### src/common/pcie_user_params.svh
// PCIe user interface constants
`ifndef PCIE_USER_PARAMS_SVH
`define PCIE_USER_PARAMS_SVH

// Stream and FIFO word
`define PCIE_DATA_W 32
`define PCIE_KEEP_W 4

// Buffer size and word count
`define PCIE_COUNT_W 24

// Address bits of one ping-pong buffer
`define CONTROL_FIFO_AW 5
`define DATA_FIFO_AW 7

// Function select values
`define CONTROL_FUNCTION_ID 1'b0
`define DATA_FUNCTION_ID 1'b1

`endif

### src/common/pcie_user_pkg.sv
// PCIe user interface types
`default_nettype none

`include "pcie_user_params.svh"

package pcie_user_pkg;

  // One stream beat, valid and ready travel beside it
  typedef struct packed {
    logic [`PCIE_DATA_W-1:0] data;
    logic [`PCIE_KEEP_W-1:0] keep;
    logic                    last;
  } axis_beat_t;

  // Ping-pong write port, writer side
  typedef struct packed {
    logic [1:0]              activate;
    logic                    stb;
    logic [`PCIE_DATA_W-1:0] data;
  } ppfifo_wr_req_t;

  // Ping-pong write port, FIFO side
  typedef struct packed {
    logic [1:0]               ready;
    logic [`PCIE_COUNT_W-1:0] size;
  } ppfifo_wr_rsp_t;

  // Ping-pong read port, reader side
  typedef struct packed {
    logic activate;
    logic stb;
  } ppfifo_rd_req_t;

  // Ping-pong read port, FIFO side
  typedef struct packed {
    logic                     ready;
    logic [`PCIE_COUNT_W-1:0] count;
    logic [`PCIE_DATA_W-1:0]  data;
  } ppfifo_rd_rsp_t;

endpackage

`default_nettype wire

### src/hdl/function_steer.sv
// Function select stream steering
`timescale 1ns/1ps
`default_nettype none

`include "pcie_user_params.svh"

module function_steer import pcie_user_pkg::*; (
  input  logic       i_function_sel,
  input  logic       i_rx_valid,
  input  axis_beat_t i_rx_beat,
  output logic       o_rx_ready,
  output logic       o_ctl_in_valid,
  output axis_beat_t o_ctl_in_beat,
  input  logic       i_ctl_in_ready,
  output logic       o_dat_in_valid,
  output axis_beat_t o_dat_in_beat,
  input  logic       i_dat_in_ready,
  input  logic       i_ctl_out_valid,
  input  axis_beat_t i_ctl_out_beat,
  output logic       o_ctl_out_ready,
  input  logic       i_dat_out_valid,
  input  axis_beat_t i_dat_out_beat,
  output logic       o_dat_out_ready,
  output logic       o_tx_valid,
  output axis_beat_t o_tx_beat,
  input  logic       i_tx_ready
);

  logic ctl_sel;
  logic dat_sel;

  assign ctl_sel = (i_function_sel == `CONTROL_FUNCTION_ID);
  assign dat_sel = (i_function_sel == `DATA_FUNCTION_ID);

  // Receive side, unselected path sees an idle stream
  assign o_ctl_in_valid = ctl_sel && i_rx_valid;
  assign o_dat_in_valid = dat_sel && i_rx_valid;
  assign o_ctl_in_beat  = ctl_sel ? i_rx_beat : '0;
  assign o_dat_in_beat  = dat_sel ? i_rx_beat : '0;
  assign o_rx_ready     = (ctl_sel && i_ctl_in_ready) || (dat_sel && i_dat_in_ready);

  // Transmit side
  assign o_ctl_out_ready = ctl_sel && i_tx_ready;
  assign o_dat_out_ready = dat_sel && i_tx_ready;
  assign o_tx_valid      = ctl_sel ? i_ctl_out_valid : i_dat_out_valid;
  assign o_tx_beat       = ctl_sel ? i_ctl_out_beat : i_dat_out_beat;

endmodule

`default_nettype wire

### config.mk
export PLATFORM = sky130hd
export DESIGN_NAME = function_steer
export DESIGN_NICKNAME = d
export VERILOG_FILES = /design/src/common/pcie_user_pkg.sv /design/src/hdl/function_steer.sv
export VERILOG_INCLUDE_DIRS = /design/src /design/src/common
export SDC_FILE = /design/constraint.sdc
export NUM_CORES = 1
export LEC_CHECK = 0
export BUFFER_PORTS_ARGS = -buffer_cell sky130_fd_sc_hd__buf_2
export CAP_MARGIN = 20
export CORE_AREA = 5 5 88 90
export DETAILED_ROUTE_END_ITERATION = 8
export DIE_AREA = 0 0 93 95
export PLACE_DENSITY = 0.67
export SYNTH_ARGS = -nofsm -noshare
export SYNTH_HDL_FRONTEND = slang
export SYNTH_SLANG_ARGS = --single-unit
### constraint.sdc
create_clock -name vclk -period 1.61
set_input_delay 0.0805 -clock vclk [all_inputs]
set_output_delay 0.0805 -clock vclk [all_outputs]
set_load 0.005 [all_outputs]
# Word level (Yosys, flattened, before mapping)
# Index checks and enable logic that the tools add are counted.
totals:
  regBits: 0
  in_bits: 118
  word_cells: 12
  latchBits: 0
  mem_bits_ro: 0
  ram_bits: 0
  out_inout_bits: 117
  mem_count: 0
classes:
  bitwise: 1
  div: 0
  magnitude_cmp: 0
  eq_ne: 0
  shift: 0
  reduce_logical: 7
  add_sub_neg: 0
  n_mux: 4
  multipliers: 0
op_table:
  columns: ["cell", "n"]
  rows:
  - ["$mux 37", 3]
  - ["$logic_and 1x1->1", 6]
  - ["$logic_or 1x1->1", 1]
  - ["$mux 1", 1]
  - ["$not 1->1", 1]

# Logic depth before layout (Yosys ltp)
depth:
  ltp_word: 3
  ltp_mapped: 4
  ltp_nobuf: 1

# Worst setup path before layout
# Ideal clock, no wire load.
synth_path:
  kind: "in2out"
  from: "input port i_function_sel"
  to: "output port o_tx_beat[10] (netlist bit)"
  path_buffers: 2
  arrival_ps: 660
  path_stages: 3
  path_slack_ps: 869
  t_required_ps: 1529
  path_cell_list: "buf_6 > buf_6 > mux2_4"
synth_rtl:
  columns: ["item", "line_no", "source"]
  rows:
  - ["start, declared", "function_steer.sv:8", "input logic i_function_sel,"]
  - ["end, declared", "function_steer.sv:25", "output axis_beat_t o_tx_beat,"]

==> impl_metrics.csv <==
group,metric,value,unit
cells_and_area,diodes,0,
sta,timing.slew.headroom,0.811,
sta,worstMarginPinSlew,284,ps
critical_path,critical_path_required,1530,ps
global_route,first_global_vias,1594,
floorplanning,design.die.area,8840,sq um
cells_and_area,area.growth.synth_to_final,100,%
sta,finalHoldViolCount,0,
cells_and_area,finalNetCount,474,
synth,yosysUniqueCellTypes,5,
drt,routedWlPerCell,12.9,um
global_route,global_route.overflow_total,0,
global_route,globalRouteTotalUtil,0.104,
cells_and_area,nFlopsAndLatches,0,
clock_tree,cts_resized,0,
sta,grt_setup_unrepaired,"false",
drt,firstDrtPassIters,4,
placement,place.detailed.hpwl,5.14,mm
pwr,ir_drop,0.0925,mV
run_status,run_status,"completed",
synth,part_of_the_yosys_area_used_for_sequential_elements,0,
clock_tree,cts_setup_buffers,0,
sta,drv_slew,0,
sta,finalWorstPathRequiredPeriod,1160,ps
sta,max_freq,0.864,GHz
floorplanning,die_height,95,um
placement,io_buffer_count,235,
pwr,leakage,1.52,nW
drt,routed-via-count,1704,
global_route,grt_antenna_before_repair,0,
critical_path,critPathKind,"in2out",
drt,route.detailed.vias_per_inst,3.91,
floorplanning,chipWidth,93,um
synth,postSynthNetCount,248,
placement,cell_count_after_placement,436,
sta,hold_ws,445,ps
drt,detail_route.wirelength,5.62,mm
cells_and_area,finish.cell_count_without_fillers,436,
drt,drc,0,
global_route,grt_max_degree,63,
synth,synth_area_leaders,"mux2_4 (49%), and2_1 (20%), nor2b_1 (20%), buf_6 (8.5%), buf_2 (1.7%)",
pwr,cellPowerDensity,256,nW/um^2
synth,synth-warning-count,0,
floorplanning,pin_count,235,
synth,post-synth-top-area-fraction,0.490,
cells_and_area,count_of_filler_cells_inserted_in_the_layout,745,
synth,synth_cells,130,
sta,finalCritPeriodShare,0.719,
cells_and_area,num-clock-buffers,0,
critical_path,timing.critical_path.fanout_max,48,
clock_tree,holdBufCountCts,0,
sta,finalSetupViolCount,0,
floorplanning,initial_utilization,0.171,
floorplanning,fp-row-count,31,
global_route,grt_first_pass_wirelength,7.71,mm
cells_and_area,layout-drive-gt1-share,0.780,
synth,mappedNetlistArea,1190,sq um
critical_path,critical_path_arrival,1080,ps
drt,dr.first_iter.drc_count,8,
placement,gpl.final_weighted_congestion,0.781,
critical_path,startpoint_type,"input port",
critical_path,worst_setup_path_end_kind,"primary output",
synth,post_synth.cell_area_avg,9.19,sq um
synth,post-synth-top-area-cell,"mux2_4",
sta,tns,0,ps
drt,drt.antenna.violating_nets,0,
cells_and_area,regArea,0,sq um
floorplanning,core_area,6980,sq um
run,drv.max_cap_violation_count,0,
worst_hold_path,timing.hold.worst.class,"in2out",
==> layout by cell type, fill, tap and decap left out, drive strengths merged <==
| cell | n |
|---|---|
| buf | 237 |
| and2 | 39 |
| nor2b | 39 |
| mux2 | 39 |
==> worst max-delay path, stage by stage <==
cell    delay (ps)
buf_4          200
buf_12         300
mux2_4         330
buf_2          130
==> power by group <==
group	total, W	leakage (nW)	switching [W]	internal, W
logic	0.000613	1.52	0.000227	0.000386
registers	0	0	0	0
clock network	0	0	0	0
total	0.000613	1.52	0.000227	0.000386
==> Yosys cell counts <==
| cell type | n |
|---|---|
| and2_1 | 39 |
| buf_2 | 4 |
| mux2_4 | 39 |
| nor2b_1 | 39 |
| buf_6 | 9 |
==> per-stage QoR <==
step / area [sq um] / total power [W] / utilization / setup WS, ps
6_report: 2390 / 0.000613 / 0.343 / 453
3_5_place_dp: 2390 / 0.000623 / 0.343 / 461
2_1_floorplan: 1190 / 0.000300 / - / 869
4_1_cts: 2390 / 0.000625 / 0.343 / 460
3_3_place_gp: 2390 / 0.000615 / 0.343 / 481
5_1_grt: 2390 / 0.000672 / 0.343 / 415
==> layout make-up <==
class,instances,area (sq um),share of cell area
tap,82,103,0.0428
multi-input combinational,117,1070,0.448
timing repair buffer,237,1220,0.509
==> cell families (layout without fill, tap and decap cells) <==
kind of cell / Yosys count / in the layout / share of synthesized area
muxes: 39 / 39 / 0.490
and+or+nand+nor: 78 / 78 / 0.408
buffers and inverters: 13 / 237 / 0.102
==> final timing paths <==
check                     startpoint                end  slack [ps]  cells past startpoint
worst max-delay path  i_function_sel       o_tx_beat[2]         450                      4
worst min-delay path   i_rx_beat[22]  o_dat_in_beat[22]         440                      3
==> routing by layer <==
| layer | GRT usage | routed length (um) | up-vias |
|---|---|---|---|
| li1 | - | - | 869 |
| met1 | 0.122 | 2100 | 717 |
| met2 | 0.205 | 2880 | 118 |
| met3 | 0.0231 | 645 | 0 |
| met4 | 0 | 0 | 0 |
| met5 | 0 | 0 | - |
No activity file was read; power rests on OpenSTA's default activity.
