[config.mk]
export PLATFORM = sky130hd
export DESIGN_NAME = axis_to_ppfifo
export DESIGN_NICKNAME = d
export VERILOG_FILES = /design/src/common/pcie_user_pkg.sv /design/src/hdl/axis_to_ppfifo.sv
export VERILOG_INCLUDE_DIRS = /design/src /design/src/common
export SDC_FILE = /design/constraint.sdc
export NUM_CORES = 1
export LEC_CHECK = 0
export BUFFER_PORTS_ARGS = -buffer_cell sky130_fd_sc_hd__clkbuf_2
export CAP_MARGIN = 20
export CORE_MARGIN = 3
export CORE_UTILIZATION = 35
export DETAILED_ROUTE_END_ITERATION = 16
export MAX_ROUTING_LAYER = met4
export PLACE_DENSITY = 0.67
export SLEW_MARGIN = 20
export SYNTH_ARGS = -nofsm -noshare
export SYNTH_HDL_FRONTEND = slang
export SYNTH_SLANG_ARGS = --single-unit
[constraint.sdc]
create_clock -name i_clk -period 2.2 [get_ports i_clk]
set_input_delay 0.11 -clock i_clk [delete_from_list [all_inputs] [get_ports i_clk]]
set_output_delay 0.11 -clock i_clk [all_outputs]
set_load 0.02 [all_outputs]
[src/common/pcie_user_params.svh]
// PCIe user interface constants
`ifndef PCIE_USER_PARAMS_SVH
`define PCIE_USER_PARAMS_SVH

// Stream and FIFO word
`define PCIE_DATA_W 32
`define PCIE_KEEP_W 4

// Buffer size and word count
`define PCIE_COUNT_W 24

// Address bits of one ping-pong buffer
`define CONTROL_FIFO_AW 5
`define DATA_FIFO_AW 7

// Function select values
`define CONTROL_FUNCTION_ID 1'b0
`define DATA_FUNCTION_ID 1'b1

`endif

[src/common/pcie_user_pkg.sv]
// PCIe user interface types
`default_nettype none

`include "pcie_user_params.svh"

package pcie_user_pkg;

  // One stream beat, valid and ready travel beside it
  typedef struct packed {
    logic [`PCIE_DATA_W-1:0] data;
    logic [`PCIE_KEEP_W-1:0] keep;
    logic                    last;
  } axis_beat_t;

  // Ping-pong write port, writer side
  typedef struct packed {
    logic [1:0]              activate;
    logic                    stb;
    logic [`PCIE_DATA_W-1:0] data;
  } ppfifo_wr_req_t;

  // Ping-pong write port, FIFO side
  typedef struct packed {
    logic [1:0]               ready;
    logic [`PCIE_COUNT_W-1:0] size;
  } ppfifo_wr_rsp_t;

  // Ping-pong read port, reader side
  typedef struct packed {
    logic activate;
    logic stb;
  } ppfifo_rd_req_t;

  // Ping-pong read port, FIFO side
  typedef struct packed {
    logic                     ready;
    logic [`PCIE_COUNT_W-1:0] count;
    logic [`PCIE_DATA_W-1:0]  data;
  } ppfifo_rd_rsp_t;

endpackage

`default_nettype wire

[src/hdl/axis_to_ppfifo.sv]
// AXI stream to ping-pong FIFO writer
`timescale 1ns/1ps
`default_nettype none

`include "pcie_user_params.svh"

module axis_to_ppfifo import pcie_user_pkg::*; (
  input  logic           i_clk,
  input  logic           i_rst_n,
  input  logic           i_valid,
  input  axis_beat_t     i_beat,
  output logic           o_ready,
  output ppfifo_wr_req_t o_wr,
  input  ppfifo_wr_rsp_t i_wr
);

  typedef enum logic [1:0] {
    ST_IDLE,
    ST_STREAM,
    ST_RELEASE
  } state_t;

  state_t                   state;
  logic [1:0]               wr_act;
  logic [`PCIE_COUNT_W-1:0] word_cnt;
  logic                     accept;
  logic                     buf_full;

  assign o_ready = (state == ST_STREAM);
  assign accept  = i_valid && o_ready;

  // This beat takes the last free slot
  assign buf_full = ((word_cnt + 1'b1) == i_wr.size);

  // One FIFO strobe per accepted beat, keep is dropped
  assign o_wr.activate = wr_act;
  assign o_wr.stb      = accept;
  assign o_wr.data     = i_beat.data;

  always_ff @(posedge i_clk) begin
    if (!i_rst_n) begin
      state    <= ST_IDLE;
      wr_act   <= 2'b00;
      word_cnt <= '0;
    end else begin
      case (state)
        ST_IDLE: begin
          if (i_wr.ready[0]) begin
            wr_act   <= 2'b01;
            word_cnt <= '0;
            state    <= ST_STREAM;
          end else if (i_wr.ready[1]) begin
            wr_act   <= 2'b10;
            word_cnt <= '0;
            state    <= ST_STREAM;
          end
        end
        ST_STREAM: begin
          if (accept) begin
            word_cnt <= word_cnt + 1'b1;
            if (i_beat.last || buf_full) begin
              // Dropping activate commits the buffer
              wr_act <= 2'b00;
              state  <= ST_RELEASE;
            end
          end
        end
        ST_RELEASE: begin
          // Let the FIFO update its ready bits before the next claim
          state <= ST_IDLE;
        end
        default: state <= ST_IDLE;
      endcase
    end
  end

endmodule

`default_nettype wire

---- After elaboration in Yosys (flattened, before gate mapping) ----
Cells that the tools add are included.
word-level totals
  register bits after elaboration ......... 28
  input port bits ......................... 66
  output and inout port bits .............. 36
cells by class
  $add $sub $neg .......................... 1
  equality and inequality tests ........... 5
  multiplexer cells ....................... 14
  reductions and logical operators ........ 7
operator list
  kind                     number
  $mux W24                 3
  $pmux W24 S2             1
  $add A24 B1 Y24 const B  1
  $eq A24 B24 Y1           1
  $mux W2                  8
  $pmux W2 S2              2
  $reduce_and A3 Y1        2
  $ne A2 B1 Y1 const B     2
  $reduce_and A4 Y1        1
  $ne A3 B3 Y1 const B     1
  $eq A2 B1 Y1 const B     1
  $logic_not A2 Y1         1
  $reduce_bool A2 Y1       1
  $logic_and A1 B1 Y1      1
  $logic_or A1 B1 Y1       1

---- Depth between registers and ports, before layout ----
Gate-level depths: netlist (run 1).
  depth in word-level cells ............... 6
  depth in mapped cells ................... 11
  gate-level depth less buffers ........... 9

---- Worst setup path after synthesis (run 1) ----
No wires, ideal clock.
  path type ............................... reg2reg
  start ................................... reg word_cnt[0]
  end ..................................... reg wr_act[0]
  data arrival time ....................... 2.284 ns
  path slack .............................. -0.209 ns
  cell stages (with the launch flop) ...... 11
  path buffers ............................ 1
  cell sequence ........................... dfxtp_1 > ha_1 > and3_1 > clkbuf_1 > and3_1 > nand3_1 > or3_1 > a21oi_2 > o32ai_2 > nor4_2 > nor4_2
between the ends
  longest elaborated chain between the ends .. 5
ends and longest elaborated chain
  item                         RTL line              source
  start, declared              axis_to_ppfifo.sv:25  logic [`PCIE_COUNT_W-1:0] word_cnt;
  start signal, assigned       axis_to_ppfifo.sv:60  word_cnt <= word_cnt + 1'b1;
  $add A24 B1 Y24              axis_to_ppfifo.sv:33  assign buf_full = ((word_cnt + 1'b1) == i_wr.size);
  $eq A24 B24 Y1               axis_to_ppfifo.sv:33
  $logic_or A1 B1 Y1           axis_to_ppfifo.sv:61  if (i_beat.last || buf_full) begin
  $ne A2 B1 Y1 (no line)       --
  $reduce_and A4 Y1 (no line)  --
  end signal, assigned         axis_to_ppfifo.sv:43  wr_act <= 2'b00;
  end signal, assigned         axis_to_ppfifo.sv:49  wr_act <= 2'b01;
  end signal, assigned         axis_to_ppfifo.sv:63  wr_act <= 2'b00;
  end, declared                axis_to_ppfifo.sv:24  logic [1:0] wr_act;
No other way between the ends.
A chain may end at the register's enable or synchronous reset.

---- Final worst setup path (run 1) ----
  start ................................... reg word_cnt[0]
  end ..................................... reg wr_act[1]
Same word-level chain as after synthesis.

==> results of run 1 <==
-- worst register-to-register path, stage by stage (launching register included) --
cell and delay (ns):
dfxtp_4 0.38, ha_4 0.17, and3_4 0.18, buf_4 0.12, buf_4 0.14, nand2_1 0.09
xnor2_1 0.10, nor4_2 0.29, and4_1 0.24, nand4_1 0.17, o211ai_1 0.21, a21oi_1 0.09
-- repair_timing --
item,4_1_cts,5_1_grt
setup endpoints to repair,4,5
resized for setup,6,9
setup buffers,2,1
gates cloned,0,0
pin swaps,3,3
-- synth_stat cells (2+ instances only) --
cell type / instances / area, um^2
a21oi_1: 32 / 160
and3_1: 7 / 43.8
a211oi_1: 4 / 30.0
xor2_1: 9 / 78.8
nand3_1: 12 / 60.1
xnor2_1: 18 / 158
clkbuf_1: 12 / 45.0
o21a_1: 2 / 15.0
nor3b_1: 2 / 15.0
a311oi_1: 2 / 17.5
buf_2: 3 / 15.0
buf_4: 37 / 278
nor4_2: 2 / 25.0
a21o_1: 2 / 15.0
and2_1: 3 / 18.8
or3_1: 3 / 18.8
a31oi_1: 4 / 25.0
a41oi_1: 2 / 17.5
nand2_1: 32 / 120
o211ai_1: 4 / 30.0
nor2_1: 22 / 82.6
nand2b_1: 2 / 12.5
nand4_1: 9 / 56.3
nor3_1: 15 / 75.1
dfxtp_1: 28 / 561
inv_1: 7 / 26.3
o21ai_0: 17 / 85.1
nor4_1: 6 / 37.5
and4_1: 5 / 43.8
-- registers in the layout, summed over array words and instances, names as in the netlist --
register / flops
word_cnt: 24
wr_act: 2
state: 2
-- report_power, final --
| part | switching, mW | internal [mW] | total (mW) |
|---|---|---|---|
| clock | 0.174 | 0.161 | 0.334 |
| sequential | 0.00830 | 0.515 | 0.523 |
| combinational | 0.141 | 0.0958 | 0.237 |
| total | 0.323 | 0.771 | 1.09 |
-- worst max path at each step --
stage / slack, ns / from / to / cells past startpoint
floorplan: 0.02 / word_cnt[0] / wr_act[0] / 10
global placement: -0.07 / word_cnt[0] / wr_act[1] / 11
detailed placement: -0.10 / word_cnt[1] / wr_act[1] / 11
CTS: -0.05 / word_cnt[9] / wr_act[0] / 9
global route: -0.23 / word_cnt[0] / wr_act[0] / 11
finish: -0.12 / word_cnt[0] / wr_act[1] / 11
-- cell type report --
| type | instances | area, um^2 | share of cell area (%) |
|---|---|---|---|
| inverter | 7 | 26.3 | 0.921 |
| tap | 77 | 96.3 | 3.38 |
| timing repair buffer | 90 | 597 | 20.9 |
| sequential | 28 | 569 | 19.9 |
| clock buffer | 4 | 55.1 | 1.93 |
| multi-input combinational | 238 | 1510 | 52.9 |
-- cell families after synthesis --
kind of cell    synth area share [%]
fa+ha+maj                      0.522
compound gates                  20.6
mux                            0.417
simple gates                    29.3
xor+xnor                        9.86
flops                           23.4
buf+inv                         16.0
-- stage by stage --
step / setup slack (ns) / TNS [ns] / std cells / instance area (um^2)
after CTS: -0.0529 / -0.149 / 443 / 2820
after detailed placement: -0.105 / -0.371 / 437 / 2730
final: -0.121 / -0.401 / 444 / 2850
after floorplan: 0.0243 / 0 / 328 / 2430
after global placement: -0.0693 / -0.223 / 437 / 2730
after global routing: -0.232 / -0.845 / 444 / 2850
-- metal layers --
metal  part of all wire [%]  vias to the layer above  GRT usage (%)
li1                       -                     1221              -
met1                     46                     1114           22.0
met2                     47                       74           28.6
met3                    5.1                       12           2.61
met4                    1.8                        0           4.67
met5                      0                        -              -
-- placed cells by master, fill, tap and decap left out, types with 5 or more instances in the layout --
cell,synthesis,layout
and3_1,7,5
nand4_1,9,9
inv_1,7,6
a21oi_1,32,32
o21ai_0,17,17
clkbuf_2,1,33
nand2_1,32,32
xnor2_1,18,18
xor2_1,9,9
nor3_1,15,14
buf_4,37,56
dfxtp_1,28,23
nand3_1,12,11
nor2_1,22,22
==> impl_metrics.toml, run 1 <==
[logic_synthesis]
synth_edf_count = 0
yosys_warnings = 0
synth_area_per_cell_um2 = 7.31
synthCells = 328
async_flop_share_pct = 0
ys_ff_latch = 28
synthFlopType = "dfxtp_1"
synth.distinct_cells = 54
synth_nets = 395
syn-cell-area_um2 = 2400
yosysSeqAreaShare_pct = 23.4

[sta]
fin_skew_ns = 0.00567
report.final.slew_viol_count = 0
rsz0062_at_grt = "true"
final-setup-viol-count = 4
timing.fmax_mhz = 431
fin_crit_sh_pct = 105
worst_slack_ns = -0.121
slew_headroom_pct = 43.9
finalHoldViolCount = 0
worst-slew-pin-transition_ns = 0.841
fin_crit_ns = 2.32
whs_ns = 0.106

[clock_network]
cts_tree = "built"
clockBufferDepth = 2
cts_root_buf = "clkbuf_8"
clock-sinks = 28
clk_latency_ns = 0.28
htreeDepth = 1
numCtsBuffers = 3
path_clk_slew_ns = 0.10
postCtsHoldBufs = 0

[floorplanning]
core_um2 = 6490
start_util_pct = 36.9
dieHeight_um = 88.8
io_pins = 102
die_width_um = 88.8
dieArea_um2 = 7880
row_count = 29

[cells_and_area]
drive_above_1_share_pct = 32.7
syn2layout_area_growth_pct = 19.0
nNetsFinal = 435
final_util_pct = 43.9
diodes = 0
fillers = 667

[route]
avgRoutedWirePerCell_um = 14.2
vias = 2421
drc = 0
totalWireLength_um = 6310
postRouteAntennaNets = 0
drtPass1Iterations = 4
initialDrtViolationCount = 130
viasPerCell = 5.45

[global_routing]
antenna_found_initial = 0
grt_pass1_vias = 2298
grt_pass1_wl_um = 10600
grtUsageTotal_pct = 17.3
grt_overflow = 0
grt_max_degree = 26

[setup_path]
required_ns = 2.34
cp_max_fo = 5
reg2reg_slack_ns = -0.12
cp_common_cell = "buf_4"
critPathBufInv = 2
cp_cell_sequence = "ha_4 > and3_4 > buf_4 > buf_4 > nand2_1 > xnor2_1 > nor4_2 > and4_1 > nand4_1 > o211ai_1 > a21oi_1"
critical_path_class = "reg -> reg"
arrival_ns = 2.46
critPathMaxStageDelay_ns = 0.38
timing.rr.start = "word_cnt[0]"
start_kind = "register"
critPathSlowestCell = "dfxtp_4"
critPathTopFamily = "simple AND/OR/NAND/NOR gates"
setup.worst_path.end_class = "register"
r2r.worst_path.cells = 11
r2r_end = "wr_act[1]"

[placed_design]
io_buffers = 33
place_hpwl_um = 4870
gp_congestion = 0.886

[power_and_ir_drop]
leakagePower_nw = 1.17
peakVddDrop_uv = 247
total_power_mw = 1.09
cellPowerDensity_nw_per_um2 = 383

[hold_path]
min_path_cells = 2
worstHoldPathType = "in -> reg"
whs_endpoint = "word_cnt[11]"
hold_start = "i_rst_n"

[status]
status = "complete, but fails checks"
violations = "setup timing"

[job]
maxCapViolCount = 0
No activity file was read; power rests on OpenSTA's default activity.
==> inputs of run 2 (changes only) <==
Settings changed: CORE_MARGIN 3 to 10.
==> run 2 against run 1 <==
Net effect:
- the run still ends with setup timing left
- routed wire length rose by 11%
- power is 5.0% higher
- flip-flop and latch count is the same
- critical endpoint is now wr_act[0]
- largest cell class unchanged
==> impl_metrics.toml, run 2 (same netlist as run 1, synthesis figures left out) <==
[setup_path]
arrival_ns = 2.43
setup.worst_path.end_class = "register"
cp_cell_sequence = "ha_4 > and3_4 > and3_4 > nand3_4 > or3_4 > a21oi_2 > o32ai_2 > buf_4 > nor4_4 > nor4_2"
timing.rr.start = "word_cnt[0]"
critPathMaxStageDelay_ns = 0.39
critPathSlowestCell = "dfxtp_4"
r2r.worst_path.cells = 10
start_kind = "register"
cp_common_cell = "and3_4"
r2r_end = "wr_act[0]"
required_ns = 2.35
cp_max_fo = 7
critical_path_class = "reg -> reg"
reg2reg_slack_ns = -0.08

[hold_path]
min_path_cells = 2
whs_endpoint = "word_cnt[11]"
hold_start = "i_rst_n"
worstHoldPathType = "in -> reg"

[sta]
worst-slew-pin-transition_ns = 0.890
worst_slack_ns = -0.0763
finalHoldViolCount = 0
fin_crit_sh_pct = 103
rsz0062_at_grt = "true"
final-setup-viol-count = 3
report.final.slew_viol_count = 0
slew_headroom_pct = 40.6
timing.fmax_mhz = 439
fin_crit_ns = 2.28
fin_skew_ns = 0.00138

[floorplanning]
io_pins = 102
dieHeight_um = 103
dieArea_um2 = 10600
row_count = 30
core_um2 = 6720
die_width_um = 103
start_util_pct = 35.7

[route]
initialDrtViolationCount = 169
avgRoutedWirePerCell_um = 15.7
drc = 0
postRouteAntennaNets = 0
drtPass1Iterations = 4
vias = 2488
viasPerCell = 5.55
totalWireLength_um = 7030

[power_and_ir_drop]
p_sw_mw = 0.340
power_frac_comb_pct = 21.3
cellPowerDensity_nw_per_um2 = 392
peakVddDrop_uv = 233
switching_share_pct = 29.6
power_frac_seq_pct = 45.4
pwr-share-clk_pct = 33.3
internal-power_mw = 0.808
leakagePower_nw = 1.20
total_power_mw = 1.15

[cells_and_area]
nNetsFinal = 436
final_common_cell = "buf_4"
top_regs = "word_cnt x24, state x2, wr_act x2"
syn2layout_area_growth_pct = 22.0
drive_above_1_share_pct = 35.6
largest_reg_flops = 24
layout_common_cells = "55 x buf_4, 33 x clkbuf_2, 32 x nand2_1, 32 x a21oi_1, 22 x nor2_1"
post-route-cell-area_um2 = 2930
fillers = 671
regMostFlops = "word_cnt"
diodes = 0

[global_routing]
grt_max_degree = 26
grt_overflow = 0
grt_pass1_wl_um = 11100
grt_pass1_vias = 2407
grtUsageTotal_pct = 13.3
antenna_found_initial = 0

[clock_network]
path_clk_slew_ns = 0.10
cts_root_buf = "clkbuf_8"
postCtsHoldBufs = 0
numCtsBuffers = 3
htreeDepth = 1
clk_latency_ns = 0.29
clockBufferDepth = 2
clock-sinks = 28
cts_tree = "built"

[placed_design]
dpl_cell_area_um2 = 2710
gp_congestion = 0.867
io_buffers = 33
place_hpwl_um = 5160

[job]
maxCapViolCount = 0

[status]
violations = "setup timing"
status = "complete, but fails checks"
[run 2: cell count changes in the layout (fill, tap and decap cells not counted), sizes merged]
cell / previous run / this run
buf: 57 / 58
[run 2: routing by layer]
| metal | up-vias | track usage [%] | wire [um] |
|---|---|---|---|
| met2 | 71 | 22.1 | 3390 |
| met1 | 1182 | 15.3 | 3040 |
| li1 | 1222 | - | - |
| met3 | 13 | 3.28 | 461 |
| met5 | - | - | 0 |
| met4 | 0 | 4.60 | 136 |
[run 2: worst max-delay path by stage]
| stage | slack, ns | to | from | depth (start not counted) |
|---|---|---|---|---|
| 5_1_grt | -0.18 | state[0] | word_cnt[1] | 11 |
| 3_5_place_dp | -0.12 | wr_act[1] | word_cnt[0] | 10 |
| 3_3_place_gp | -0.04 | wr_act[0] | word_cnt[0] | 9 |
| 6_report | -0.08 | wr_act[0] | word_cnt[0] | 10 |
| 4_1_cts | -0.05 | wr_act[1] | word_cnt[1] | 9 |
| 2_1_floorplan | 0.02 | wr_act[0] | word_cnt[0] | 10 |
[run 2: worst max-delay path: cells and delay by family, from the launching register on]
kind | cells | cell delay (ns)
buffers and inverters | 1 | 0.17
DFF | 1 | 0.39
AOI/OAI and AO/OA | 2 | 0.22
and+or+nand+nor | 6 | 1.19
adders and majority gates | 1 | 0.15
[run 2: what timing repair did]
action | CTS | global route
buffers inserted | 5 | 3
pin swaps | 16 | 7
endpoints found under the setup margin | 4 | 4
gates resized for setup | 18 | 13
[run 2: layout make-up]
class / count / area, um^2 / area share, %
Multi-Input combinational cell: 238 / 1540 / 52.6
Tap cell: 80 / 100 / 3.42
Inverter: 7 / 26.3 / 0.898
Sequential cell: 28 / 582 / 19.9
Clock buffer: 4 / 66.3 / 2.27
Timing Repair Buffer: 91 / 612 / 20.9
[run 2: metrics by stage]
stage                     setup slack, ns  hold slack (ns)  std cells  setup TNS [ns]  utilization (%)
after floorplan                    0.0243            0.228        328               0                -
after global placement            -0.0414            0.220        436          -0.142             40.3
after detailed placement           -0.125            0.220        436          -0.409             40.3
after CTS                         -0.0489            0.102        445          -0.154             42.4
after global routing               -0.185            0.109        448          -0.654             43.5
final                             -0.0763            0.103        448          -0.171             43.5
[run 2: power by group through the flow]
stage | registers [mW] | logic (mW) | clock network [mW]
final | 0.521 | 0.244 | 0.383
after global routing | 0.522 | 0.267 | 0.408
after CTS | 0.522 | 0.237 | 0.391
after detailed placement | 0.534 | 0.233 | 0
after global placement | 0.534 | 0.229 | 0
after floorplan | 0.538 | 0.221 | 0
==> inputs of run 3 (changes only) <==
Settings changed: PLACE_DENSITY 0.67 to unset.
==> run 3 against run 2 <==
Net effect:
- the run still ends with setup timing left
- clock power decreased by 22%
- first-iteration DRC count shrank 23%
- power shrank 7.4%
- die area stayed put
- hold slack better by 0.011 ns
- count of clock-buffer cells in the layout did not move
- critical path type unchanged
- highest routed layer unchanged
==> impl_metrics.toml, run 3 (same netlist as run 1, synthesis figures left out) <==
[placed_design]
io_buffers = 33
dpl.cell_count = 441
dp_slack_ns = -0.0836
dpl_cell_area_um2 = 2770
gp_congestion = 0.887
place_hpwl_um = 5140

[floorplanning]
start_util_pct = 35.7
core_um2 = 6720
dieHeight_um = 103
dieArea_um2 = 10600
row_count = 30
io_pins = 102
die_width_um = 103

[sta]
worst_slack_ns = -0.0283
fin_skew_ns = 0.00839
whs_ns = 0.114
rsz0062_at_grt = "true"
fin_crit_sh_pct = 101
finalHoldViolCount = 0
report.final.slew_viol_count = 0
timing.fmax_mhz = 449
final-setup-viol-count = 3
worst-slew-pin-transition_ns = 0.552
finalSetupTns_ns = -0.0605
fin_crit_ns = 2.23
slew_headroom_pct = 63.2

[clock_network]
clk_latency_ns = 0.28
cts_root_buf = "clkbuf_8"
clock-sinks = 28
cts_tree = "built"
numCtsBuffers = 3
htreeDepth = 1
clockBufferDepth = 2
path_clk_slew_ns = 0.10

[route]
drc = 0
initialDrtViolationCount = 130
drtPass1Iterations = 4
avgRoutedWirePerCell_um = 15.0
viasPerCell = 5.47
postRouteAntennaNets = 0
totalWireLength_um = 6820
vias = 2487

[cells_and_area]
syn2layout_area_growth_pct = 24.1
largest_reg_flops = 24
diodes = 0
fillers = 689
top_regs = "word_cnt x24, state x2, wr_act x2"
final_common_cell = "buf_4"
stdcell_count = 455
regMostFlops = "word_cnt"
layout_common_cells = "61 x buf_4, 33 x clkbuf_2, 31 x nand2_1, 31 x a21oi_1"
post-route-cell-area_um2 = 2980
drive_above_1_share_pct = 34.9
nNetsFinal = 443

[global_routing]
antenna_found_initial = 0
grt_pass1_vias = 2418
grt_overflow = 0
grtUsageTotal_pct = 13.5
grt_pass1_wl_um = 11500
grt_max_degree = 18

[setup_path]
critPathMaxStageDelay_ns = 0.41
critPathBufInv = 0
setup.worst_path.end_class = "register"
arrival_ns = 2.40
required_ns = 2.37
critPathTopFamily = "simple AND/OR/NAND/NOR gates"
critPathSlowestCell = "or3_4"
start_kind = "register"
critical_path_class = "reg -> reg"
cp_cell_sequence = "ha_4 > and3_4 > and3_4 > nand3_4 > or3_4 > a21oi_4 > o32ai_4 > nor4_2 > nor4_2"
cp_max_fo = 5

[power_and_ir_drop]
cellPowerDensity_nw_per_um2 = 357
leakagePower_nw = 1.22
peakVddDrop_uv = 213

[job]
maxCapViolCount = 0

[hold_path]
worstHoldPathType = "in -> reg"

[status]
status = "complete, but fails checks"
violations = "setup timing"
[run 3: worst paths after layout]
check | from | end | slack (ns) | cells past startpoint
min reg2reg | word_cnt[18] | word_cnt[18] | 0.50 | 1
min | i_rst_n | word_cnt[11] | 0.11 | 2
max | word_cnt[1] | wr_act[0] | -0.03 | 9
max reg2reg | word_cnt[1] | wr_act[0] | -0.03 | 9
[run 3: metrics by stage]
stage          util [%]  power (mW)
3_5_place_dp       41.2       0.771
6_report           44.3        1.06
2_1_floorplan         -       0.759
5_1_grt            44.3        1.12
3_3_place_gp       41.2       0.767
4_1_cts            44.1        1.08
[run 3: repair_timing]
action | CTS | global route
pin swaps | 12 | 5
resized for setup | 18 | 5
buffers inserted | 10 | 0
hold buffers | 0 | 0
setup endpoints to repair | 4 | 6
[run 3: area by class of cell]
type | count | area, um^2 | area share (%)
multi-input combinational | 238 | 1550 | 52.0
timing repair buffer | 98 | 686 | 23.0
sequential | 28 | 571 | 19.2
tap | 80 | 100 | 3.36
clock buffer | 4 | 45.0 | 1.51
inverter | 7 | 26.3 | 0.883
[run 3: where the power goes]
group	total (mW)	switching (mW)	internal, mW
sequential	0.522	0.00729	0.514
combinational	0.243	0.143	0.0997
clock	0.299	0.168	0.130
[run 3: metal layers]
metal / up-vias / wire (um) / track usage [%]
met1: 1178 / 3020 / 16.4
met3: 8 / 367 / 2.55
met5: - / 0 / -
met2: 52 / 3400 / 22.4
li1: 1249 / - / -
met4: 0 / 36 / 3.53
