==> config.mk <==
export PLATFORM = sky130hd
export DESIGN_NAME = ppfifo_to_axis
export DESIGN_NICKNAME = d
export VERILOG_FILES = /design/src/common/pcie_user_pkg.sv /design/src/hdl/ppfifo_to_axis.sv
export VERILOG_INCLUDE_DIRS = /design/src /design/src/common
export SDC_FILE = /design/constraint.sdc
export NUM_CORES = 1
export LEC_CHECK = 0
export BUFFER_PORTS_ARGS = -buffer_cell sky130_fd_sc_hd__buf_2
export CAP_MARGIN = 10
export CORE_ASPECT_RATIO = 0.7
export CORE_UTILIZATION = 50
export DETAILED_ROUTE_END_ITERATION = 10
export PLACE_DENSITY = 0.79
export REMOVE_ABC_BUFFERS = 1
export SLEW_MARGIN = 40
export SYNTH_ARGS = -nofsm -noshare
export SYNTH_HDL_FRONTEND = slang
export SYNTH_SLANG_ARGS = --single-unit
==> constraint.sdc <==
create_clock -name i_clk -period 7.1 [get_ports i_clk]
set_clock_uncertainty 0.15 [all_clocks]
set_input_delay 1.42 -clock i_clk [delete_from_list [all_inputs] [get_ports i_clk]]
set_output_delay 1.42 -clock i_clk [all_outputs]
set_load 0.01 [all_outputs]
==> src/common/pcie_user_params.svh <==
// PCIe user interface constants
`ifndef PCIE_USER_PARAMS_SVH
`define PCIE_USER_PARAMS_SVH

// Stream and FIFO word
`define PCIE_DATA_W 32
`define PCIE_KEEP_W 4

// Buffer size and word count
`define PCIE_COUNT_W 24

// Address bits of one ping-pong buffer
`define CONTROL_FIFO_AW 5
`define DATA_FIFO_AW 7

// Function select values
`define CONTROL_FUNCTION_ID 1'b0
`define DATA_FUNCTION_ID 1'b1

`endif

==> src/common/pcie_user_pkg.sv <==
// PCIe user interface types
`default_nettype none

`include "pcie_user_params.svh"

package pcie_user_pkg;

  // One stream beat, valid and ready travel beside it
  typedef struct packed {
    logic [`PCIE_DATA_W-1:0] data;
    logic [`PCIE_KEEP_W-1:0] keep;
    logic                    last;
  } axis_beat_t;

  // Ping-pong write port, writer side
  typedef struct packed {
    logic [1:0]              activate;
    logic                    stb;
    logic [`PCIE_DATA_W-1:0] data;
  } ppfifo_wr_req_t;

  // Ping-pong write port, FIFO side
  typedef struct packed {
    logic [1:0]               ready;
    logic [`PCIE_COUNT_W-1:0] size;
  } ppfifo_wr_rsp_t;

  // Ping-pong read port, reader side
  typedef struct packed {
    logic activate;
    logic stb;
  } ppfifo_rd_req_t;

  // Ping-pong read port, FIFO side
  typedef struct packed {
    logic                     ready;
    logic [`PCIE_COUNT_W-1:0] count;
    logic [`PCIE_DATA_W-1:0]  data;
  } ppfifo_rd_rsp_t;

endpackage

`default_nettype wire

==> src/hdl/ppfifo_to_axis.sv <==
// Ping-pong FIFO reader to AXI stream
`timescale 1ns/1ps
`default_nettype none

`include "pcie_user_params.svh"

module ppfifo_to_axis import pcie_user_pkg::*; (
  input  logic           i_clk,
  input  logic           i_rst_n,
  output ppfifo_rd_req_t o_rd,
  input  ppfifo_rd_rsp_t i_rd,
  output logic           o_valid,
  output axis_beat_t     o_beat,
  input  logic           i_ready
);

  typedef enum logic [1:0] {
    ST_IDLE,
    ST_WAIT,
    ST_LATCH,
    ST_STREAM
  } state_t;

  state_t                   state;
  logic                     rd_act;
  logic [`PCIE_COUNT_W-1:0] count_q;
  logic [`PCIE_COUNT_W-1:0] rd_cnt;
  logic                     out_valid;
  axis_beat_t               beat_q;
  logic                     can_load;

  // Refill when the output register is empty or being taken
  assign can_load = (state == ST_STREAM) && (rd_cnt != count_q) &&
                    (!out_valid || i_ready);

  assign o_rd.activate = rd_act;
  assign o_rd.stb      = can_load;
  assign o_valid       = out_valid;
  assign o_beat        = beat_q;

  always_ff @(posedge i_clk) begin
    if (!i_rst_n) begin
      state     <= ST_IDLE;
      rd_act    <= 1'b0;
      count_q   <= '0;
      rd_cnt    <= '0;
      out_valid <= 1'b0;
    end else begin
      case (state)
        ST_IDLE: begin
          if (i_rd.ready) begin
            rd_act <= 1'b1;
            state  <= ST_WAIT;
          end
        end
        ST_WAIT: begin
          // FIFO takes the activate at this edge
          rd_cnt <= '0;
          state  <= ST_LATCH;
        end
        ST_LATCH: begin
          count_q <= i_rd.count;
          state   <= ST_STREAM;
        end
        ST_STREAM: begin
          if (can_load) begin
            rd_cnt <= rd_cnt + 1'b1;
          end else if (rd_cnt == count_q) begin
            // Every word is out of the FIFO, release the buffer
            rd_act <= 1'b0;
            state  <= ST_IDLE;
          end
        end
        default: state <= ST_IDLE;
      endcase

      if (can_load) begin
        out_valid <= 1'b1;
      end else if (i_ready) begin
        out_valid <= 1'b0;
      end
    end
  end

  // Output word register
  always_ff @(posedge i_clk) begin
    if (can_load) begin
      beat_q.data <= i_rd.data;
      beat_q.keep <= '1;
      beat_q.last <= (rd_cnt == (count_q - 1'b1));
    end
  end

endmodule

`default_nettype wire

---- Word level (Yosys, flattened, before mapping) ----
Cells that the tools add are included.
cells by class
  add/sub/neg operators ................... 2
  multiply operators ...................... 0
  divide/modulo/power cells ............... 0
  $lt $le $gt $ge ......................... 0
  eq/ne operators ......................... 10
  shifts and indexed selects .............. 0
  multiplexer cells ....................... 12
  bitwise logic cells ..................... 0
  reductions and logical operators ........ 11
operator list
  cell                                                    count
  equality test 24 bit                                    2
  case mux 24 bit (2 select lines)                        1
  adder 24 x 1 -> 24 bit (second input constant)          1
  2-to-1 mux 24 bit                                       1
  inequality test 24 bit                                  1
  subtractor 24 x 1 -> 24 bit (second input constant)     1
  case mux 2 bit (4 select lines)                         1
  2-to-1 mux 2 bit                                        3
  inequality test 2 bit (second input constant)           3
  nonzero test 2 bit                                      3
  2-to-1 mux 1 bit                                        5
  equality test 2 bit (second input constant)             2
  AND reduction 4 bit                                     1
  AND reduction 3 bit                                     1
  equality test 2 x 1 -> 1 bit (second input constant)    1
  logical AND 1 bit                                       2
  zero test 2 bit                                         1
  inequality test 2 x 1 -> 1 bit (second input constant)  1
  case mux 1 bit (2 select lines)                         1
  AND reduction 2 bit                                     1
  zero test 1 bit                                         1
  logical OR 1 bit                                        1
word-level totals
  flip-flop bits (word level) ............. 85
  latch bits .............................. 0
  RAM bits ................................ 0
  bits in read-only memories .............. 0
  input port bits ......................... 60
  output and inout port bits .............. 40
  logic and storage cells ................. 42
  memories kept ........................... 0

---- Logic depth before layout (Yosys ltp) ----
Gate-level depths: netlist of run 1.
  depth in word-level cells ............... 5
  gate-level depth with buffers ........... 10

---- Worst setup path before layout of run 1 ----
OpenSTA, ideal clock, no wires.
  kind .................................... input-to-output
  from .................................... input i_ready
  to ...................................... output o_rd[0] (netlist name)
  arrival ................................. 4662 ps
  setup slack ............................. 868 ps
  stages on the path ...................... 3
  cell sequence ........................... nor2b_1 a211oi_1 buf_4
between the ends
  cells in the longest elaborated chain, start to end .. 2
RTL lines
  item               line                  source
  from (decl)        ppfifo_to_axis.sv:14  input logic i_ready
  logical OR 1 bit   ppfifo_to_axis.sv:34  (!out_valid || i_ready);
  logical AND 1 bit  ppfifo_to_axis.sv:33  assign can_load = (state == ST_STREAM) && (rd_cnt != count_q) &&
  to (decl)          ppfifo_to_axis.sv:10  output ppfifo_rd_req_t o_rd,
Every way passes these cells.

==> results.json, run 1 <==
{
  "worst_setup_path_start_kind": "primary input",
  "worstRegToRegCells": 8,
  "initial_antenna_violation_count": 0,
  "violated_checks": "design-rule violations",
  "fin_ws_ps": 3060,
  "setup_tns_final_ps": 0,
  "syn-instance-count": 444,
  "max_stage_delay_ps": 450,
  "synth.cell_area_um2": 4360,
  "timing.hold.worst.class": "reg2reg",
  "layout.core_utilization_pct": 61.0,
  "std_cell_rows": 28,
  "tritoncts_clock_tree": "done",
  "layout.cells.non_filler": 647,
  "viasPerCell": 5.68,
  "grt_first_pass_wirelength_um": 15900,
  "place_worst_setup_slack_ps": 3050,
  "clk_pin_slew_ps": 70,
  "final-max-slew-violation-count": 0,
  "clockRootBuffer": "clkbuf_16",
  "min_period_over_period_pct": 56.9,
  "worst_hold_path.endpoint": "rd_act$_SDFFE_PN0P_",
  "dieWidth_um": 114,
  "hold-worst-slack_ps": 339,
  "groute.usage.overall_pct": 22.6,
  "cts.htree.levels": 3,
  "cts.sink_count": 85,
  "die-area_um2": 9100,
  "path_delay_family": "buffers and inverters",
  "timing.hold.worst.start": "rd_act$_SDFFE_PN0P_",
  "top_level_ports": 100,
  "placedCellCount": 631,
  "antennaDiodeCount": 0,
  "source_to_sink_clock_delay_at_the_later_pin_of_the_worst_skew_pair_ps": 340,
  "syn-mean-instance-area_um2": 9.82,
  "area_growth_syn_to_layout_pct": 18.3,
  "grt_start_max_net_pins": 39,
  "post_cts_gate_resize_count": 0,
  "synth_top_cell_by_area": "dfxtp_1",
  "yosysWarnings": 0,
  "min_delay_path_depth": 2,
  "port-buffer-count": 95,
  "drt_iter0_markers": 422,
  "dpl.hpwl_um": 7370,
  "crit_arrival_ps": 2470,
  "residual_antenna_violating_net_count_after_detailed_routing": 0,
  "number_of_enable_flip_flop_cells_after_synthesis": 33,
  "finish.net_count": 588,
  "wirelength_um": 10300,
  "global_route.overflow_total": 0,
  "buffer_levels_on_the_longest_clock_path": 2,
  "final-hold-violation-count": 0,
  "timing.slew.headroom_pct": 54.6,
  "async_reset_ff_share_pct": 0,
  "critical-path-slowest-cell": "buf_4",
  "cts_inserted_buffers": 9,
  "core_area_um2": 8440,
  "synth_top_area_share_pct": 23.9,
  "firstDrtPassIters": 8,
  "ranking_of_synthesized_cells_by_area": "dfxtp_1 24%, edfxtp_1 23%, mux2i_1 6.2%",
  "synth_top_flop_cell": "dfxtp_1",
  "max-vdd-ir-drop_mv": 0.167,
  "gp_congestion": 0.886,
  "timing.reg2reg.setup_slack_ps": 4100,
  "regToRegEndpoint": "o_beat[0]$_DFFE_PP_",
  "max_clock_freq_mhz": 247,
  "ys_types": 63,
  "commonest_non_fill_non_tap_cells_in_the_layout": "95 x buf_2, 52 x dfxtp_1, 44 x nor2_1",
  "max-cap-violations": 0,
  "power.density_cell_area_nw_per_um2": 330,
  "leakage_nw": 2.06,
  "layout.cell_area.non_filler_um2": 5150,
  "cpMostUsedCell": "buf_2",
  "fin_crit_ps": 4040,
  "die_height_um": 80.1,
  "crit_path_cell_trace": "buf_2 -> nor2b_1 -> a211oi_4 -> buf_4 -> buf_2",
  "vias": 3675,
  "floorplan.initialDensity_pct": 51.6,
  "critPathKind": "in2out",
  "setup_viol_count_final": 0,
  "cts.repair_timing.setup_buffer_count": 0,
  "crit-reg2reg-launch": "count_q[0]$_SDFFE_PN0P_",
  "synth_seq_area_share_pct": 46.6,
  "cp_data_required_time_ps": 5530,
  "layout-drive-gt1-share_pct": 23.7,
  "worstMarginPinSlew_ps": 679,
  "critical_path.n_buffers_inverters": 3,
  "cts_hold_bufs": 0,
  "unrepaired_setup_endpoints_after_global_routing": "false",
  "outcome": "complete, but fails checks",
  "drc_errors": 1,
  "avgRoutedWirePerCell_um": 15.8,
  "placed_area_um2": 4840,
  "grt_pass1_vias": 3321,
  "total_power_mw": 1.70,
  "synth_seq_cells": 85,
  "setup.worst_path.end_class": "output port",
  "leading_cell_type_in_the_layout_fill_and_taps_excluded": "buf_2",
  "crit_path_max_fanout": 38
}
[kinds of logic after synthesis]
kind of cell	after synthesis	synth area share, %
flip-flops	85	46.6
multiplexers	27	6.20
XOR/XNOR	33	6.63
AND/OR/NAND/NOR	173	22.5
buffers and inverters	43	4.97
AO/OA/AOI/OAI	76	11.3
other	1	0.0861
adder cells (fa/ha/maj)	6	1.72
[final cells by class]
| cell class | instances | area [um2] |
|---|---|---|
| tap | 120 | 150 |
| clock buffer | 11 | 243 |
| fill | 686 | 3290 |
| inverter | 10 | 37.5 |
| multi-input combinational | 319 | 2130 |
| sequential | 85 | 2030 |
| clock inverter | 5 | 66.3 |
| timing repair buffer | 97 | 490 |
[layer usage]
| layer | track usage (%) | part of all wire [%] | wire (um) | vias up |
|---|---|---|---|---|
| li1 | - | - | - | 1782 |
| met1 | 29.4 | 45 | 4610 | 1740 |
| met2 | 35.9 | 46 | 4760 | 136 |
| met3 | 5.66 | 6.9 | 711 | 17 |
| met4 | 9.74 | 1.6 | 166 | 0 |
| met5 | 0 | 0 | 0 | - |
[worst max-delay path by stage]
stage                                      start  endpoint  slack [ps]  cells after the start
final                                    i_ready   o_rd[0]        3060                      5
after CTS                                i_ready   o_rd[0]        3050                      5
after detailed placement                 i_ready   o_rd[0]        3050                      5
after global placement                   i_ready   o_rd[0]        3100                      5
after global routing      rd_cnt[5]$_SDFFE_PN0P_   o_rd[0]        2940                      6
after floorplan                          i_ready   o_rd[0]        1130                      2
[worst register-to-register path, stage by stage (launching register included)]
cell and delay [ps]:
dfxtp_1 420, inv_1 70, ha_1 400, o21ba_2 280, a221oi_1 290, a41oi_1 70
a2111oi_0 600, nand4_1 220, nor4_1 310
[cell usage after synthesis (all sizes together), types with 3 or more instances]
cell type / instances
xnor2: 5
buf: 18
and3: 7
a21oi: 22
dfxtp: 52
nor3: 10
nand2b: 5
a31oi: 4
nand2: 20
xor2: 28
clkbuf: 15
or4: 7
inv: 10
nand4: 16
mux2i: 27
and4: 4
nor2: 44
nor2b: 4
edfxtp: 33
nand3: 17
a211oi: 3
o21ai: 18
nor4: 10
or3: 16
ha: 6
[registers in the layout (all words and copies together) (netlist names)]
| signal | cells |
|---|---|
| o_beat | 33 |
| rd_cnt | 24 |
| rd_act | 1 |
| state | 2 |
| o_valid | 1 |
| count_q | 24 |
[where the power goes]
group          leakage [nW]  switching (mW)  internal, mW
logic                  1.19           0.345         0.254
registers             0.720          0.0517         0.560
clock network         0.149           0.200         0.287
total                  2.06           0.597          1.10
Note: power is estimated with default switching activity, not from simulation.
==> inputs of run 2 (changes only) <==
- CORE_UTILIZATION: 50 -> 49
- PLACE_DENSITY: 0.79 -> 0.8
- clock period: 7.1 -> 3.5 ns (I/O delays scaled with it)
==> run 2 against run 1 <==
Net effect: the flow now finishes without violations; via count grew 1.5%; combinational power is 100% higher; sequential share of layout area barely moved; final area increased by 0.12%; critical path type is now reg2out; highest routed layer unchanged.
==> results.json, run 2 (synthesized netlist as in run 1, its figures left out) <==
{
  "intPower_mw": 2.16,
  "layout.core_utilization_pct": 60.4,
  "final-hold-violation-count": 0,
  "tritoncts_clock_tree": "done",
  "min_period_over_period_pct": 81.2,
  "cts.sink_count": 85,
  "setup.worst_path.end_class": "output port",
  "avgRoutedWirePerCell_um": 16.1,
  "groute.usage.overall_pct": 23.1,
  "cts_inserted_buffers": 9,
  "grt_pass1_vias": 3363,
  "area_growth_syn_to_layout_pct": 18.4,
  "gp_congestion": 0.909,
  "firstDrtPassIters": 5,
  "residual_antenna_violating_net_count_after_detailed_routing": 0,
  "dieWidth_um": 115,
  "leakage_nw": 2.07,
  "floorplan.initialDensity_pct": 51.0,
  "port-buffer-count": 95,
  "buffer_levels_on_the_longest_clock_path": 2,
  "top_level_ports": 100,
  "placed_area_um2": 4870,
  "commonest_non_fill_non_tap_cells_in_the_layout": "95 x buf_2, 52 x dfxtp_1, 44 x nor2_1",
  "clock_power_share_pct": 26.8,
  "worstRegToRegCells": 8,
  "fillCellCount": 753,
  "cts.htree.levels": 3,
  "leading_cell_type_in_the_layout_fill_and_taps_excluded": "buf_2",
  "final-max-slew-violation-count": 0,
  "core_area_um2": 8550,
  "total_power_mw": 3.36,
  "initial_antenna_violation_count": 0,
  "sw_frac_of_total_pct": 35.9,
  "crit_path_max_fanout": 13,
  "wirelength_um": 10500,
  "timing.slew.headroom_pct": 51.2,
  "worstMarginPinSlew_ps": 732,
  "unrepaired_setup_endpoints_after_global_routing": "false",
  "clk_pin_slew_ps": 60,
  "largest_register_ffs": 33,
  "drt_iter0_markers": 360,
  "timing.hold.worst.class": "reg2reg",
  "power.sequential.fraction_pct": 36.9,
  "max_clock_freq_mhz": 352,
  "layout-drive-gt1-share_pct": 24.3,
  "cp_data_required_time_ps": 2650,
  "min_delay_path_depth": 2,
  "finish.net_count": 592,
  "clockRootBuffer": "clkbuf_16",
  "source_to_sink_clock_delay_at_the_later_pin_of_the_worst_skew_pair_ps": 340,
  "dpl.hpwl_um": 7650,
  "crit-reg2reg-launch": "count_q[0]$_SDFFE_PN0P_",
  "timing.reg2reg.setup_slack_ps": 700,
  "die_height_um": 80.9,
  "power.combinational.fraction_pct": 36.3,
  "cts_hold_bufs": 0,
  "grt_first_pass_wirelength_um": 16300,
  "outcome": "complete, no violations",
  "drc_errors": 0,
  "cts.repair_timing.setup_buffer_count": 0,
  "worst_setup_path_start_kind": "flip-flop",
  "critPathKind": "reg2out",
  "power_switching_mw": 1.21,
  "crit_arrival_ps": 1990,
  "die-area_um2": 9280,
  "vias": 3729,
  "timing.hold.worst.start": "rd_act$_SDFFE_PN0P_",
  "max-cap-violations": 0,
  "post_cts_gate_resize_count": 0,
  "regToRegEndpoint": "o_beat[0]$_DFFE_PP_",
  "power.density_cell_area_nw_per_um2": 652,
  "worst_hold_path.endpoint": "rd_act$_SDFFE_PN0P_",
  "global_route.overflow_total": 0,
  "antennaDiodeCount": 0,
  "setup_viol_count_final": 0,
  "std_cell_rows": 28,
  "fin_crit_ps": 2840,
  "viasPerCell": 5.73,
  "max-vdd-ir-drop_mv": 0.324,
  "grt_start_max_net_pins": 38,
  "layout.cell_area.non_filler_um2": 5160
}
## run 2: layout make-up
type	count	area, um2	area share [%]
clock buffers	10	239	4.63
clock inverters	6	46.3	0.897
inverters	10	37.5	0.727
multi-input cells	319	2130	41.4
flip-flops and latches	85	2030	39.4
well taps	120	150	2.91
repair buffers	101	520	10.1
## run 2: worst max path at each step
stage | startpoint | to | cells after the start
2_1_floorplan | rd_cnt[5]$_SDFFE_PN0P_ | o_rd[0] | 4
3_3_place_gp | rd_cnt[6]$_SDFFE_PN0P_ | rd_cnt[7]$_SDFFE_PN0P_ | 6
3_5_place_dp | count_q[0]$_SDFFE_PN0P_ | o_beat[0]$_DFFE_PP_ | 8
4_1_cts | count_q[0]$_SDFFE_PN0P_ | o_beat[0]$_DFFE_PP_ | 8
5_1_grt | count_q[0]$_SDFFE_PN0P_ | o_beat[0]$_DFFE_PP_ | 8
6_report | rd_cnt[6]$_SDFFE_PN0P_ | o_rd[0] | 5
## run 2: critical path: stages, from the launching register on
cell	delay, ps
dfxtp_1	640
xor2_1	120
nor4_1	350
and3_4	300
a211oi_4	70
buf_2	170
## run 2: metal layers
layer | GRT usage (%) | vias to the layer above | part of all wire [%]
met2 | 35.5 | 177 | 45
met5 | 0 | - | 0
met1 | 31.8 | 1743 | 45
met3 | 6.79 | 10 | 8.8
li1 | - | 1799 | -
met4 | 5.97 | 0 | 0.96
## run 2: power groups by stage
stage / clock, mW / combinational (mW) / sequential (mW)
global placement: 0 / 1.18 / 1.25
global route: 0.964 / 1.34 / 1.25
detailed placement: 0 / 1.21 / 1.26
floorplan: 0 / 0.898 / 1.26
finish: 0.902 / 1.22 / 1.24
CTS: 0.922 / 1.21 / 1.24
## run 2: through the flow
stage / setup WS, ps / hold WS, ps / instances / TNS [ps]
finish: 657 / 350 / 651 / 0
CTS: 687 / 349 / 651 / 0
global route: 439 / 365 / 651 / 0
detailed placement: 729 / 340 / 635 / 0
floorplan: -1260 / 318 / 414 / -40500
global placement: 858 / 326 / 635 / 0
==> inputs of run 3 (changes only) <==
- clock period: 3.5 -> 2.6 ns (I/O delays scaled with it)
==> run 3 against run 2 <==
Net effect: sequential power rose by 36%; clock power rose by 30%; critical path depth did not move; die area did not move; count of clock-buffer cells in the layout rose by 2; via count rose by 2.8%; sequential share of layout area fell by 1.4 points; final area rose by 4.8%; core utilization rose by 2.9 points; non-clock buffer count rose by 19; largest cell class unchanged; largest power group is now combinational cells; highest routed layer unchanged.
==> results.json, run 3 (synthesized netlist as in run 1, its figures left out) <==
{
  "source_to_sink_clock_delay_at_the_later_pin_of_the_worst_skew_pair_ps": 340,
  "path_delay_family": "simple AND/OR/NAND/NOR gates",
  "leakage_nw": 2.18,
  "avgRoutedWirePerCell_um": 16.3,
  "worst_setup_path_start_kind": "flip-flop",
  "drt_iter0_markers": 442,
  "tritoncts_clock_tree": "done",
  "dieWidth_um": 115,
  "power.density_cell_area_nw_per_um2": 851,
  "timing.slew.headroom_pct": 57.3,
  "top_level_ports": 100,
  "buffer_levels_on_the_longest_clock_path": 2,
  "crit_arrival_ps": 1900,
  "grt_start_max_net_pins": 37,
  "worstMarginPinSlew_ps": 641,
  "residual_antenna_violating_net_count_after_detailed_routing": 0,
  "max-cap-violations": 0,
  "firstDrtPassIters": 5,
  "sw_frac_of_total_pct": 35.5,
  "final-max-slew-violation-count": 0,
  "setup.worst_path.end_class": "output port",
  "finish.net_count": 611,
  "die-area_um2": 9280,
  "largest_register_ffs": 33,
  "clock_power_share_pct": 25.4,
  "placedCellCount": 653,
  "intPower_mw": 2.97,
  "initial_antenna_violation_count": 0,
  "crit_path_cell_trace": "xor2_2 -> nor4_1 -> and4_4 -> a211oi_4 -> buf_2",
  "leading_cell_type_in_the_layout_fill_and_taps_excluded": "buf_2",
  "port-buffer-count": 95,
  "placed_area_um2": 5030,
  "std_cell_rows": 28,
  "max_stage_delay_ps": 410,
  "core_area_um2": 8550,
  "drc_errors": 0,
  "dpl.hpwl_um": 8100,
  "gp_congestion": 0.955,
  "critPathKind": "reg2out",
  "groute.usage.overall_pct": 24.1,
  "clockRootBuffer": "clkbuf_16",
  "cts_inserted_buffers": 9,
  "commonest_non_fill_non_tap_cells_in_the_layout": "95 x buf_2, 44 x nor2_1, 34 x dfxtp_1",
  "min_period_over_period_pct": 98.9,
  "power.sequential.fraction_pct": 36.6,
  "cts_hold_bufs": 0,
  "final-hold-violation-count": 0,
  "fin_ws_ps": 28.8,
  "vias": 3833,
  "cts.htree.levels": 3,
  "setup_viol_count_final": 0,
  "antennaDiodeCount": 0,
  "critical_path.n_buffers_inverters": 1,
  "max_clock_freq_mhz": 389,
  "timing.hold.worst.class": "in2reg",
  "wirelength_um": 10900,
  "viasPerCell": 5.72,
  "die_height_um": 80.9,
  "grt_pass1_vias": 3641,
  "total_power_mw": 4.60,
  "crit_path_max_fanout": 6,
  "floorplan.initialDensity_pct": 51.0,
  "critical-path-slowest-cell": "nor4_1",
  "fin_crit_ps": 2570,
  "power.combinational.fraction_pct": 37.9,
  "max-vdd-ir-drop_mv": 0.319,
  "unrepaired_setup_endpoints_after_global_routing": "false",
  "area_growth_syn_to_layout_pct": 24.1,
  "power_switching_mw": 1.64,
  "layout.cell_area.non_filler_um2": 5410,
  "global_route.overflow_total": 0,
  "place_worst_setup_slack_ps": 108,
  "grt_first_pass_wirelength_um": 17100,
  "clk_pin_slew_ps": 60,
  "cp_data_required_time_ps": 1930,
  "layout-drive-gt1-share_pct": 31.5,
  "cts.sink_count": 85,
  "outcome": "complete, no violations",
  "layout.cells.non_filler": 670
}
-- run 3: cell types whose count changed in the layout (fill, tap and decap cells not counted), moves of 2 or more --
| cell | change |
|---|---|
| buf_12 | +2 |
| buf_4 | +17 |
| clkbuf_1 | +2 |
| dfxtp_1 | -18 |
| dfxtp_2 | +18 |
| inv_6 | -2 |
| xor2_1 | -9 |
| xor2_2 | +9 |
-- run 3: cell type report --
cell class                 instances  area, um2
fill                             678       3140
multi-input combinational        319       2210
sequential                        85       2050
timing repair buffer             120        688
clock buffer                      12        246
tap                              120        150
inverter                          10       37.5
clock inverter                     4       25.0
-- run 3: stage by stage --
| step | setup TNS [ps] | utilization (%) | hold WS (ps) |
|---|---|---|---|
| floorplan | -74520 | - | 318 |
| global placement | 0 | 58.9 | 326 |
| detailed placement | 0 | 58.9 | 339 |
| CTS | 0 | 62.6 | 193 |
| global route | 0 | 63.3 | 193 |
| finish | 0 | 63.3 | 199 |
-- run 3: path summary, 6_finish.rpt --
| kind | depth (start not counted) | to | startpoint | slack, ps |
|---|---|---|---|---|
| setup / recovery | 5 | o_rd[0] | rd_cnt[12]$_SDFFE_PN0P_ | 30 |
| setup reg to reg | 6 | rd_cnt[18]$_SDFFE_PN0P_ | state[0]$_SDFFE_PN0P_ | 140 |
| hold reg to reg | 2 | rd_act$_SDFFE_PN0P_ | rd_act$_SDFFE_PN0P_ | 340 |
| hold / removal | 1 | o_beat[30]$_DFFE_PP_ | i_rd[25] | 200 |
-- run 3: power by group through the flow --
| stage | Clock (mW) | Combinational (mW) | Sequential [mW] |
|---|---|---|---|
| 2_1_floorplan | 0 | 1.21 | 1.69 |
| 3_3_place_gp | 0 | 1.65 | 1.69 |
| 3_5_place_dp | 0 | 1.69 | 1.70 |
| 4_1_cts | 1.19 | 1.71 | 1.67 |
| 5_1_grt | 1.24 | 1.91 | 1.71 |
| 6_report | 1.17 | 1.75 | 1.69 |
-- run 3: what timing repair did --
item	CTS	global route
endpoints found under the setup margin	1	2
buffers inserted	1	0
pin swaps	1	1
resized for setup	7	22
hold endpoints to repair	0	0
-- run 3: metal layers --
metal | GRT usage [%] | up-vias | part of all wire [%]
met2 | 39.1 | 163 | 47
met5 | 0 | - | 0
li1 | - | 1827 | -
met1 | 31.5 | 1819 | 43
met3 | 5.37 | 24 | 8.4
met4 | 9.74 | 0 | 2.0
